`src/common/vrBypassPkg.sv`:
```
// VR bypass shared definitions
package vrBypassPkg;

   //////////////////////////////
   // sequence steps
   //////////////////////////////

   localparam int StepW = 5;                     // step code width, one bit per status LED

   // one step per VR enable, order follows the board power-up order
   typedef enum logic [StepW-1:0] {
      INIT                = 5'd0,                // nothing on
      BMC2V5              = 5'd1,
      BMC1V0              = 5'd2,
      BMC1V2              = 5'd3,
      PCH1V8              = 5'd4,
      PCHVNN              = 5'd5,
      PCH1V05             = 5'd6,
      PSUENA              = 5'd7,                // psu on, 12v stby path
      S3_SW               = 5'd8,                // move 12v to main
      P3V3                = 5'd9,
      CPU0_PVPPHBM        = 5'd10,               // cpu0 core group start
      CPU0_PVCCFAEHV      = 5'd11,
      CPU0_PVCCFAEHVFIVRA = 5'd12,
      CPU0_PVCCINFAON     = 5'd13,
      CPU0_PVNN           = 5'd14,
      CPU1_PVPPHBM        = 5'd15,               // cpu1 core group start
      CPU1_PVCCFAEHV      = 5'd16,
      CPU1_PVCCFAEHVFIVRA = 5'd17,
      CPU1_PVCCINFAON     = 5'd18,
      CPU1_PVNN           = 5'd19,
      CPU0_MEM_PVCCDHV    = 5'd20,               // memory rails
      CPU0_MEM_PVCCIN     = 5'd21,
      CPU1_MEM_PVCCDHV    = 5'd22,
      CPU1_MEM_PVCCIN     = 5'd23,
      PLATFORM_ON         = 5'd24                // everything up, hold here
   } stepT;

   //////////////////////////////
   // cpu identification
   //////////////////////////////

   typedef logic [1:0] procIdT;                  // processor id straps
   typedef logic [2:0] pkgIdT;                   // package id straps

   localparam procIdT ProcGnr = 2'd2;            // gnr processor
   localparam pkgIdT  PkgHbm  = 3'd2;            // package with hbm
   localparam pkgIdT  PkgBrd  = 3'd7;            // board default, straps not driven

   //////////////////////////////
   // rail groups
   //////////////////////////////

   // core rails per cpu
   // bit 0 pvpphbm, then pvccfaehv, pvccfaehvfivra, pvccinfaon, pvnn
   localparam int CpuRailN = 5;

   // memory rails per cpu
   // bit 0 pvccdhv, bit 1 pvccin
   localparam int MemRailN = 2;

   typedef logic [CpuRailN-1:0] cpuRailT;
   typedef logic [MemRailN-1:0] memRailT;

endpackage

```
`src/common/railEnaIf.sv`:
```
// Grouped VR enables
`timescale 1ns/1ns

interface railEnaIf import vrBypassPkg::*; ();

   logic [2:0] bmcEna;      // bit 0 2.5v, bit 1 1.2v, bit 2 1.0v
   logic [2:0] pchEna;      // bit 0 1.8v, bit 1 1.05v, bit 2 vnn
   logic       psEna;       // psu on
   logic       p5vEna;      // 5v main
   logic       auxSwEna;    // 12v aux source select
   logic       sxStbyEna;   // mem 12v from stby
   logic       sxMainEna;   // mem 12v from main
   cpuRailT    cpu0Ena;
   cpuRailT    cpu1Ena;
   memRailT    mem0Ena;
   memRailT    mem1Ena;

   // decoder side
   modport drv (output bmcEna, pchEna, psEna, p5vEna, auxSwEna, sxStbyEna, sxMainEna,
                output cpu0Ena, cpu1Ena, mem0Ena, mem1Ena);

   // top level side, unpacked onto pins
   modport mon (input bmcEna, pchEna, psEna, p5vEna, auxSwEna, sxStbyEna, sxMainEna,
                input cpu0Ena, cpu1Ena, mem0Ena, mem1Ena);

endinterface

```
`src/design/bypassSeq/bypassStepFsm.sv`:
```
// Force power-on step counter
`timescale 1ns/1ns

module bypassStepFsm import vrBypassPkg::*; (
   input  logic iClk,
   input  logic iRst_n,
   input  logic iForcePwrOn,        // jumper, high forces the sequence
   output stepT step                // current step, also drives the LEDs
);

   //////////////////////////////
   // step register
   //////////////////////////////

   always_ff @(posedge iClk or negedge iRst_n) begin
      if (!iRst_n) begin
         step <= INIT;
      end else if (!iForcePwrOn) begin
         step <= INIT;              // jumper removed, start over
      end else if (step != PLATFORM_ON) begin
         step <= stepT'(step + StepW'(1));   // one rail per clock
      end
      // at PLATFORM_ON just hold
   end

   //////////////////////////////
   // checks
   //////////////////////////////

   // encodings above PLATFORM_ON are unused
   aStepRange : assert property (
      @(posedge iClk) disable iff (!iRst_n)
      step <= PLATFORM_ON
   ) else $error("bypass step out of range");

   // no skipped rails, the only jump allowed is back to INIT
   aStepMove : assert property (
      @(posedge iClk) disable iff (!iRst_n)
      $changed(step) |-> (step == INIT) || (step == StepW'($past(step) + StepW'(1)))
   ) else $error("bypass step moved by more than one");

endmodule

```
`src/design/bypassSeq/clkEnaHold.sv`:
```
// Sticky clock enables
`timescale 1ns/1ns

module clkEnaHold import vrBypassPkg::*; (
   input  logic iClk,
   input  logic iRst_n,
   input  stepT step,              // current sequence step
   output logic clk25MEna,         // 25 MHz pch clock
   output logic clksDevEna         // device clock generator
);

   logic [1:0] live;               // bit 0 25 MHz, bit 1 device clocks
   logic [1:0] sticky;             // set once, cleared by reset only

   assign live = {step >= P3V3, step >= PSUENA};

   always_ff @(posedge iClk or negedge iRst_n) begin
      if (!iRst_n) begin
         sticky <= '0;
      end else begin
         sticky <= sticky | live;  // jumper drop does not clear these
      end
   end

   // live term makes the enable rise together with its step
   assign clk25MEna  = sticky[0] | live[0];
   assign clksDevEna = sticky[1] | live[1];

   // clocks stay running across a jumper drop
   aClkHold : assert property (
      @(posedge iClk) disable iff (!iRst_n)
      !$fell(clk25MEna) && !$fell(clksDevEna)
   ) else $error("clock enable dropped without reset");

endmodule

```
`src/design/bypassSeq/railEnaDecoder.sv`:
```
// Step to VR enable decoder
`timescale 1ns/1ns

module railEnaDecoder import vrBypassPkg::*; (
   input  stepT      step,          // current sequence step
   railEnaIf.drv     ena            // grouped enables toward the pins
);

   //////////////////////////////
   // enable decode
   //////////////////////////////

   // every enable stays on once its step is reached
   always_comb begin
      // bmc rails
      ena.bmcEna[0] = (step >= BMC2V5);          // 2.5v first
      ena.bmcEna[2] = (step >= BMC1V0);          // 1.0v before 1.2v
      ena.bmcEna[1] = (step >= BMC1V2);

      // pch rails
      ena.pchEna[0] = (step >= PCH1V8);
      ena.pchEna[2] = (step >= PCHVNN);          // vnn ahead of 1.05v
      ena.pchEna[1] = (step >= PCH1V05);

      // psu and 12v switch controls
      ena.psEna     = (step >= PSUENA);
      ena.auxSwEna  = (step >= S3_SW);           // aux 12v moves to main
      ena.sxMainEna = (step >= S3_SW);
      ena.p5vEna    = (step >= P3V3);

      // stby path only while the switch-over runs
      ena.sxStbyEna = (step == PSUENA) || (step == S3_SW);

      // core rails
      // bit i comes up i steps after its group start
      for (int i = 0; i < CpuRailN; i++) begin
         ena.cpu0Ena[i] = (step >= stepT'(CPU0_PVPPHBM + i));
         ena.cpu1Ena[i] = (step >= stepT'(CPU1_PVPPHBM + i));
      end

      // memory rails
      // cpu0 pair first, then cpu1
      for (int i = 0; i < MemRailN; i++) begin
         ena.mem0Ena[i] = (step >= stepT'(CPU0_MEM_PVCCDHV + i));
         ena.mem1Ena[i] = (step >= stepT'(CPU1_MEM_PVCCDHV + i));
      end
   end

endmodule

```
`src/design/hbmVoltSel.sv`:
```
// HBM2/HBM3 supply select
`timescale 1ns/1ns

module hbmVoltSel import vrBypassPkg::*; (
   input  logic   iCpu0SktOcc_n,   // cpu0 socket occupied, active low
   input  logic   iIntrPrsnt,      // interposer fitted
   input  procIdT iCpu0ProcID,
   input  pkgIdT  iCpu0PkgID,
   output logic   hbm2Sel          // 0 hbm3 ~1.8v, 1 hbm2 ~2.5v
);

   logic cpuDirect;                // real cpu0 in the socket
   logic gnrPart;                  // gnr processor id
   logic hbmPkg;                   // hbm package or undriven straps

   // only cpu0 is looked at in bypass mode
   assign cpuDirect = !iCpu0SktOcc_n && !iIntrPrsnt;
   assign gnrPart   = (iCpu0ProcID == ProcGnr);
   assign hbmPkg    = (iCpu0PkgID == PkgHbm) || (iCpu0PkgID == PkgBrd);

   // hbm2 is the safe default
   assign hbm2Sel = !(cpuDirect && gnrPart && hbmPkg);

endmodule

```
`src/design/vrBypass.sv`:
```
// Force power-on VR bypass sequencer
`timescale 1ns/1ns

module vrBypass import vrBypassPkg::*; (
   input  logic             iClk,
   input  logic             iRst_n,
   input  logic             iForcePwrOn,       // force power-on jumper
   input  logic             iCpu0SktOcc_n,     // cpu0 socket occupied, active low
   input  logic             iIntrPrsnt,        // interposer present
   input  procIdT           iCpu0ProcID,
   input  pkgIdT            iCpu0PkgID,

   output logic [StepW-1:0] oLedStatus,        // step number in binary
   output logic             oHbm2Hbm3SelBP,    // 0 selects hbm3

   output logic             oP2v5BmcAuxEnaBP,  // bmc rails
   output logic             oP1v2BmcAuxEnaBP,
   output logic             oP1v0BmcAuxEnaBP,
   output logic             oP1v8PchAuxEnaBP,  // pch rails
   output logic             oP1v05PchAuxEnaBP,
   output logic             oPvnnPchAuxEnaBP,
   output logic             oFmPldClk25MEna,   // 25 MHz clock to pch
   output logic             oFmPldClksDevEna,  // 100 MHz clock generator
   output logic             oPsEnaBP,
   output logic             oP5vEnaBP,
   output logic             oAuxSwEnaBP,       // 12v aux source select
   output logic             oSxSwP12vStbyEnaBP,
   output logic             oSxSwP12vEnaBP,
   output logic             oPvppHbmCpu0EnaBP, // cpu0 core
   output logic             oPvccfaEhvCpu0EnaBP,
   output logic             oPvccfaEhvfivraCpu0EnaBP,
   output logic             oPvccinfaonCpu0EnaBP,
   output logic             oPvnnMainCpu0EnaBP,
   output logic             oPvccdHvCpu0EnaBP, // cpu0 memory
   output logic             oPvccinCpu0EnaBP,
   output logic             oPvppHbmCpu1EnaBP, // cpu1 core
   output logic             oPvccfaEhvCpu1EnaBP,
   output logic             oPvccfaEhvfivraCpu1EnaBP,
   output logic             oPvccinfaonCpu1EnaBP,
   output logic             oPvnnMainCpu1EnaBP,
   output logic             oPvccdHvCpu1EnaBP, // cpu1 memory
   output logic             oPvccinCpu1EnaBP
);

   stepT step;                                 // shared step value

   railEnaIf railEna ();

   //////////////////////////////
   // blocks
   //////////////////////////////

   bypassStepFsm uStepFsm (
      .iClk        (iClk),
      .iRst_n      (iRst_n),
      .iForcePwrOn (iForcePwrOn),
      .step        (step)
   );

   railEnaDecoder uRailDec (
      .step (step),
      .ena  (railEna.drv)
   );

   clkEnaHold uClkHold (
      .iClk       (iClk),
      .iRst_n     (iRst_n),
      .step       (step),
      .clk25MEna  (oFmPldClk25MEna),
      .clksDevEna (oFmPldClksDevEna)
   );

   hbmVoltSel uHbmSel (
      .iCpu0SktOcc_n (iCpu0SktOcc_n),
      .iIntrPrsnt    (iIntrPrsnt),
      .iCpu0ProcID   (iCpu0ProcID),
      .iCpu0PkgID    (iCpu0PkgID),
      .hbm2Sel       (oHbm2Hbm3SelBP)
   );

   //////////////////////////////
   // pin unpacking
   //////////////////////////////

   assign oLedStatus = step;

   assign {oP1v0BmcAuxEnaBP, oP1v2BmcAuxEnaBP, oP2v5BmcAuxEnaBP} = railEna.bmcEna;
   assign {oPvnnPchAuxEnaBP, oP1v05PchAuxEnaBP, oP1v8PchAuxEnaBP} = railEna.pchEna;

   assign oPsEnaBP           = railEna.psEna;
   assign oP5vEnaBP          = railEna.p5vEna;
   assign oAuxSwEnaBP        = railEna.auxSwEna;
   assign oSxSwP12vStbyEnaBP = railEna.sxStbyEna;
   assign oSxSwP12vEnaBP     = railEna.sxMainEna;

   // bit 0 of each rail group is its first rail
   assign {oPvnnMainCpu0EnaBP, oPvccinfaonCpu0EnaBP, oPvccfaEhvfivraCpu0EnaBP,
           oPvccfaEhvCpu0EnaBP, oPvppHbmCpu0EnaBP} = railEna.cpu0Ena;
   assign {oPvnnMainCpu1EnaBP, oPvccinfaonCpu1EnaBP, oPvccfaEhvfivraCpu1EnaBP,
           oPvccfaEhvCpu1EnaBP, oPvppHbmCpu1EnaBP} = railEna.cpu1Ena;

   assign {oPvccinCpu0EnaBP, oPvccdHvCpu0EnaBP} = railEna.mem0Ena;
   assign {oPvccinCpu1EnaBP, oPvccdHvCpu1EnaBP} = railEna.mem1Ena;

endmodule

```
`config.mk`:
```
export PLATFORM = sky130hd
export DESIGN_NAME = vrBypass
export DESIGN_NICKNAME = d
export VERILOG_FILES = /design/src/common/vrBypassPkg.sv /design/src/common/railEnaIf.sv /design/src/design/bypassSeq/bypassStepFsm.sv /design/src/design/bypassSeq/clkEnaHold.sv /design/src/design/bypassSeq/railEnaDecoder.sv /design/src/design/hbmVoltSel.sv /design/src/design/vrBypass.sv
export SDC_FILE = /design/constraint.sdc
export NUM_CORES = 1
export LEC_CHECK = 0
export BUFFER_PORTS_ARGS = -buffer_cell sky130_fd_sc_hd__buf_2
export CAP_MARGIN = 15
export CORE_UTILIZATION = 38
export CTS_BUF_LIST = sky130_fd_sc_hd__clkbuf_2 sky130_fd_sc_hd__clkbuf_4 sky130_fd_sc_hd__clkbuf_8
export CTS_CLUSTER_DIAMETER = 30
export DETAILED_ROUTE_END_ITERATION = 8
export PLACE_DENSITY = 0.82
export SETUP_SLACK_MARGIN = 0.2
export SYNTH_ARGS = -nofsm -noshare
export SYNTH_HDL_FRONTEND = slang
export SYNTH_SLANG_ARGS = --single-unit
```
`constraint.sdc`:
```
create_clock -name iClk -period 1.45 [get_ports iClk]
set_clock_uncertainty 0.2 [all_clocks]
set_input_delay 0.145 -clock iClk [delete_from_list [all_inputs] [get_ports iClk]]
set_output_delay 0.145 -clock iClk [all_outputs]
set_load 0.01 [all_outputs]
```
==> results.toml, run 1 <==
[status]
status = "aborted with a tool error"
error_line = "[ERROR DPL-0038] Utilization greater than 100%, impossible to legalize"
lastStage = "global routing"

[synth]
synthArstFlopShare = 1.00
synth_adder_area_share = 0.0980
synth_mux_area_frac = 0.0471
syn-cell-area_um2 = 638
synth.most_common_cell = "nand2_1"
synth_xor_area_frac = 0.0275
yosys.area.top_type_share = 0.275
synth_area_leaders = "dfrtp_1 (27%), ha_1 (9.8%), o21ai_0 (8.6%)"
yosys.area_share.simple = 0.247
synth_fp_nets = 98
synthCells = 83
synth_compound_area_frac = 0.169
synth-seq-cells = 7
synth_cell_types = 25
postSynthAreaPerCell_um2 = 7.69
synth_area_leader_cell = "dfrtp_1"
ys.flop_type = "dfrtp_1"
synth_top_family_by_area = "simple AND/OR/NAND/NOR gates"
yosysSeqAreaShare = 0.275
synth_edf_count = 0
synth_common_cells = "nand2_1 (13), o21ai_0 (11), dfrtp_1 (7), inv_1 (7), a21oi_1 (6)"
synth_warnings = 0

[clocking]
htree_levels = 1
clock-sinks = 7
cts_made_buffers = 3
clock_path_buffers = 2
cts_root_buf = "clkbuf_4"

[placed_design]
numPortBuffers = 42
placed_cell_area_um2 = 1010
dp_cells = 153
globalplace.congestion = 0.869
dp_hpwl_mm = 1.50
dp_worst_setup_slack_ns = -0.189

[die]
num_io_pins = 43
die_y_um = 43.0
die_w_um = 43.0
initial_core_util = 0.414
rows = 14

[sta]
crit_endpoint = "oPvppHbmCpu1EnaBP"
worst-ep-kind = "output port"

[global_routing]
grt_max_degree = 10
## stage by stage
step | util | TNS [ns]
CTS | 0.845 | -8.40
floorplan | - | -1.67
detailed placement | 0.654 | -2.13
global placement | 0.654 | -1.15
## kinds of logic after synthesis
group | Yosys count
xor gates and xnor gates | 2
AOI/OAI and AO/OA | 20
and+or+nand+nor | 32
muxes | 3
DFF | 7
buffers and inverters | 14
adders and majority gates | 5
## what timing repair did
action	4_1_cts
hold buffers	2
pin swaps	16
setup buffers	7
setup endpoints to repair	38
endpoints found under the hold margin	8
gates resized for setup	49
cloned	1
==> run 2: changes to the inputs <==
Settings changed: CORE_AREA set to 2 2 63 65, CORE_UTILIZATION 38 to not set, CTS_BUF_LIST sky130_fd_sc_hd__clkbuf_2 sky130_fd_sc_hd__clkbuf_4 sky130_fd_sc_hd__clkbuf_8 to not set, CTS_CLUSTER_DIAMETER 30 to not set, DIE_AREA set to 0 0 65 67, PLACE_DENSITY 0.82 to not set, PLACE_DENSITY_LB_ADDON set to 0.15, SETUP_SLACK_MARGIN 0.2 to not set.
Clock period 1.45 ns to 1.9 ns, I/O delays scaled along.
==> results.toml, run 2 <==
[clocking]
cts.clk_slew.worst_paths_ns = 0.04
htree_levels = 1
clock_path_buffers = 2
cts_root_buf = "clkbuf_8"
cts_tree = "yes"
insertion_delay_ns = 0.22
cts_made_buffers = 3
clock-sinks = 7

[critical_path]
arrival_ns = 1.53
r2r_start = "uStepFsm.step[1]"
worst_r2r_endpoint = "uStepFsm.step[2]"
reg2reg_setup_slack_ns = 0.32
end_kind = "primary output"
criticalPathCategory = "reg2out"
critPathRequiredTime_ns = 1.51
crit_path_start_kind = "flip-flop"
ff2ff_path_depth = 5
critPathMaxFanout = 4

[synth]
synthArstFlopShare = 1.00
synthCells = 83
synth_warnings = 0
synth_fp_nets = 98
yosysSeqAreaShare = 0.275
synth_area_leader_cell = "dfrtp_1"
synth_area_leaders = "dfrtp_1 (27%), ha_1 (9.8%), o21ai_0 (8.6%)"
syn-cell-area_um2 = 638
ys.flop_type = "dfrtp_1"
synth_edf_count = 0
synth_cell_types = 25
synth-seq-cells = 7
synth.most_common_cell = "nand2_1"
synth_common_cells = "nand2_1 (13), o21ai_0 (11), dfrtp_1 (7), inv_1 (7), a21oi_1 (6)"
postSynthAreaPerCell_um2 = 7.69
yosys.area.top_type_share = 0.275

[sta]
tightest_slew_ns = 0.299
finalCriticalPeriod_ns = 1.92
relSlewSlack = 0.799
fmax_mhz = 522
drv_slew = 0
hold_viol = 0
hold_slack_ns = 0.0760
setup_violations = 1
timing.final.crit_share = 1.01
rsz0062_at_grt = "yes"
worst_slack_ns = -0.0173
fin_setup_tns_ns = -0.0173

[cells_and_area]
final_cell_mix = "buf_2 (42), nand2_1 (13), buf_4 (11), inv_1 (7), o21ai_0 (7)"
top_register = "uStepFsm.step"
final_common_cell = "buf_2"
drive_gt1_frac = 0.522
final_area_um2 = 1080
reg.largest.list = "uStepFsm.step: 5 flops, uClkHold.sticky: 2 flops"
fillCellCount = 397
layout.nets = 152
syn_to_final_growth_pct = 69.4
largest_reg_flops = 5
diodes = 0

[hold_path]
min_from = "iForcePwrOn"
whs_path_depth = 3
hold_class = "in2reg"
min_to = "uStepFsm.step[1]"

[detailed_routing]
wl_per_cell_um = 10.9
first_iter_violations = 6
routed_via_density = 4.09
wl_met2_um = 871
drc = 0
drt-met1-wl_um = 935
drtPass1Iterations = 3
wirelength_mm = 2.01
met3WireLength_um = 198
vias = 752
antenna_left = 0
top_layer = "met3"

[die]
coreArea_um2 = 3610
die_y_um = 67
rows = 22
initial_core_util = 0.177
num_io_pins = 43
dieArea_um2 = 4360
die_w_um = 65

[power_and_ir_drop]
p_leak_nw = 0.597
irDropWorstVdd_mv = 0.349
pwr_density_cell_nw_per_um2 = 488

[status]
status = "finished with violations"
failed_checks = "setup timing"

[placed_design]
numPortBuffers = 42
dp_hpwl_mm = 1.58
dp_worst_setup_slack_ns = 0.101
placed_cell_area_um2 = 930
globalplace.congestion = 0.707

[global_routing]
grt_max_degree = 13
grt_pass1_vias = 728
grt_antenna_before_repair = 0
grt_overflow = 0
grt_use_total = 0.0950
grt_pass1_wl_mm = 3.26

[flow_run]
cap_viol_max_count = 0
## run 2: area by class of cell
cell class	count	area, µm²	area share
Timing Repair Buffer	56	325	0.301
Inverter	7	26.3	0.0243
Tap cell	48	60.1	0.0556
Clock buffer	4	45.0	0.0417
Sequential cell	7	179	0.166
Multi-Input combinational cell	62	445	0.412
## run 2: power by group
part,total (mW),internal (mW),switching (mW)
combinational,0.155,0.0737,0.0809
clock,0.202,0.145,0.0572
sequential,0.171,0.159,0.0121
total,0.528,0.377,0.150
## run 2: critical path, cell delays in order, from the launching register on
cell,delay (ns)
dfrtp_2,0.44
buf_6,0.13
or4b_4,0.47
a21oi_2,0.13
buf_2,0.14
## run 2: worst max path at each step
stage                                 from  slack, ns  cells after the start            endpoint
after floorplan           uStepFsm.step[1]       0.11                      5    oFmPldClksDevEna
after global placement    uStepFsm.step[0]       0.13                      4    oFmPldClksDevEna
after detailed placement  uStepFsm.step[0]       0.10                      4    oFmPldClksDevEna
after CTS                 uStepFsm.step[1]      -0.06                      4  oSxSwP12vStbyEnaBP
after global routing      uStepFsm.step[1]      -0.08                      4  oSxSwP12vStbyEnaBP
final                     uStepFsm.step[1]      -0.02                      4  oSxSwP12vStbyEnaBP
## run 2: through the flow
stage / util / total power, mW / instances
2_1_floorplan: - / 0.236 / 83
3_3_place_gp: 0.258 / 0.304 / 177
3_5_place_dp: 0.258 / 0.304 / 177
4_1_cts: 0.286 / 0.524 / 183
5_1_grt: 0.300 / 0.562 / 184
6_report: 0.300 / 0.528 / 184
## run 2: kinds of logic (layout without fill, tap and decap cells)
| kind of cell | count (synthesis) | count (layout) | share of synthesized area |
|---|---|---|---|
| simple gates | 32 | 32 | 0.247 |
| compound gates | 20 | 20 | 0.169 |
| buf+inv | 14 | 67 | 0.137 |
| flops | 7 | 7 | 0.275 |
| fa+ha+maj | 5 | 5 | 0.0980 |
| mux | 3 | 3 | 0.0471 |
| xor+xnor | 2 | 2 | 0.0275 |
## run 2: layer usage
layer / up-vias / track usage
li1: 390 / -
met1: 330 / 0.114
met2: 32 / 0.168
met3: 0 / 0.0304
met4: 0 / 0.0160
met5: - / 0
## run 2: repair_timing
| action | 4_1_cts | 5_1_grt |
|---|---|---|
| gates resized for setup | 8 | 14 |
| buffers inserted | 1 | 1 |
| pin swaps | 3 | 7 |
| endpoints found under the hold margin | 7 | 0 |
| setup endpoints to repair | 4 | 16 |
| hold buffers | 1 | 0 |
(Power assumes the default switching activity.)
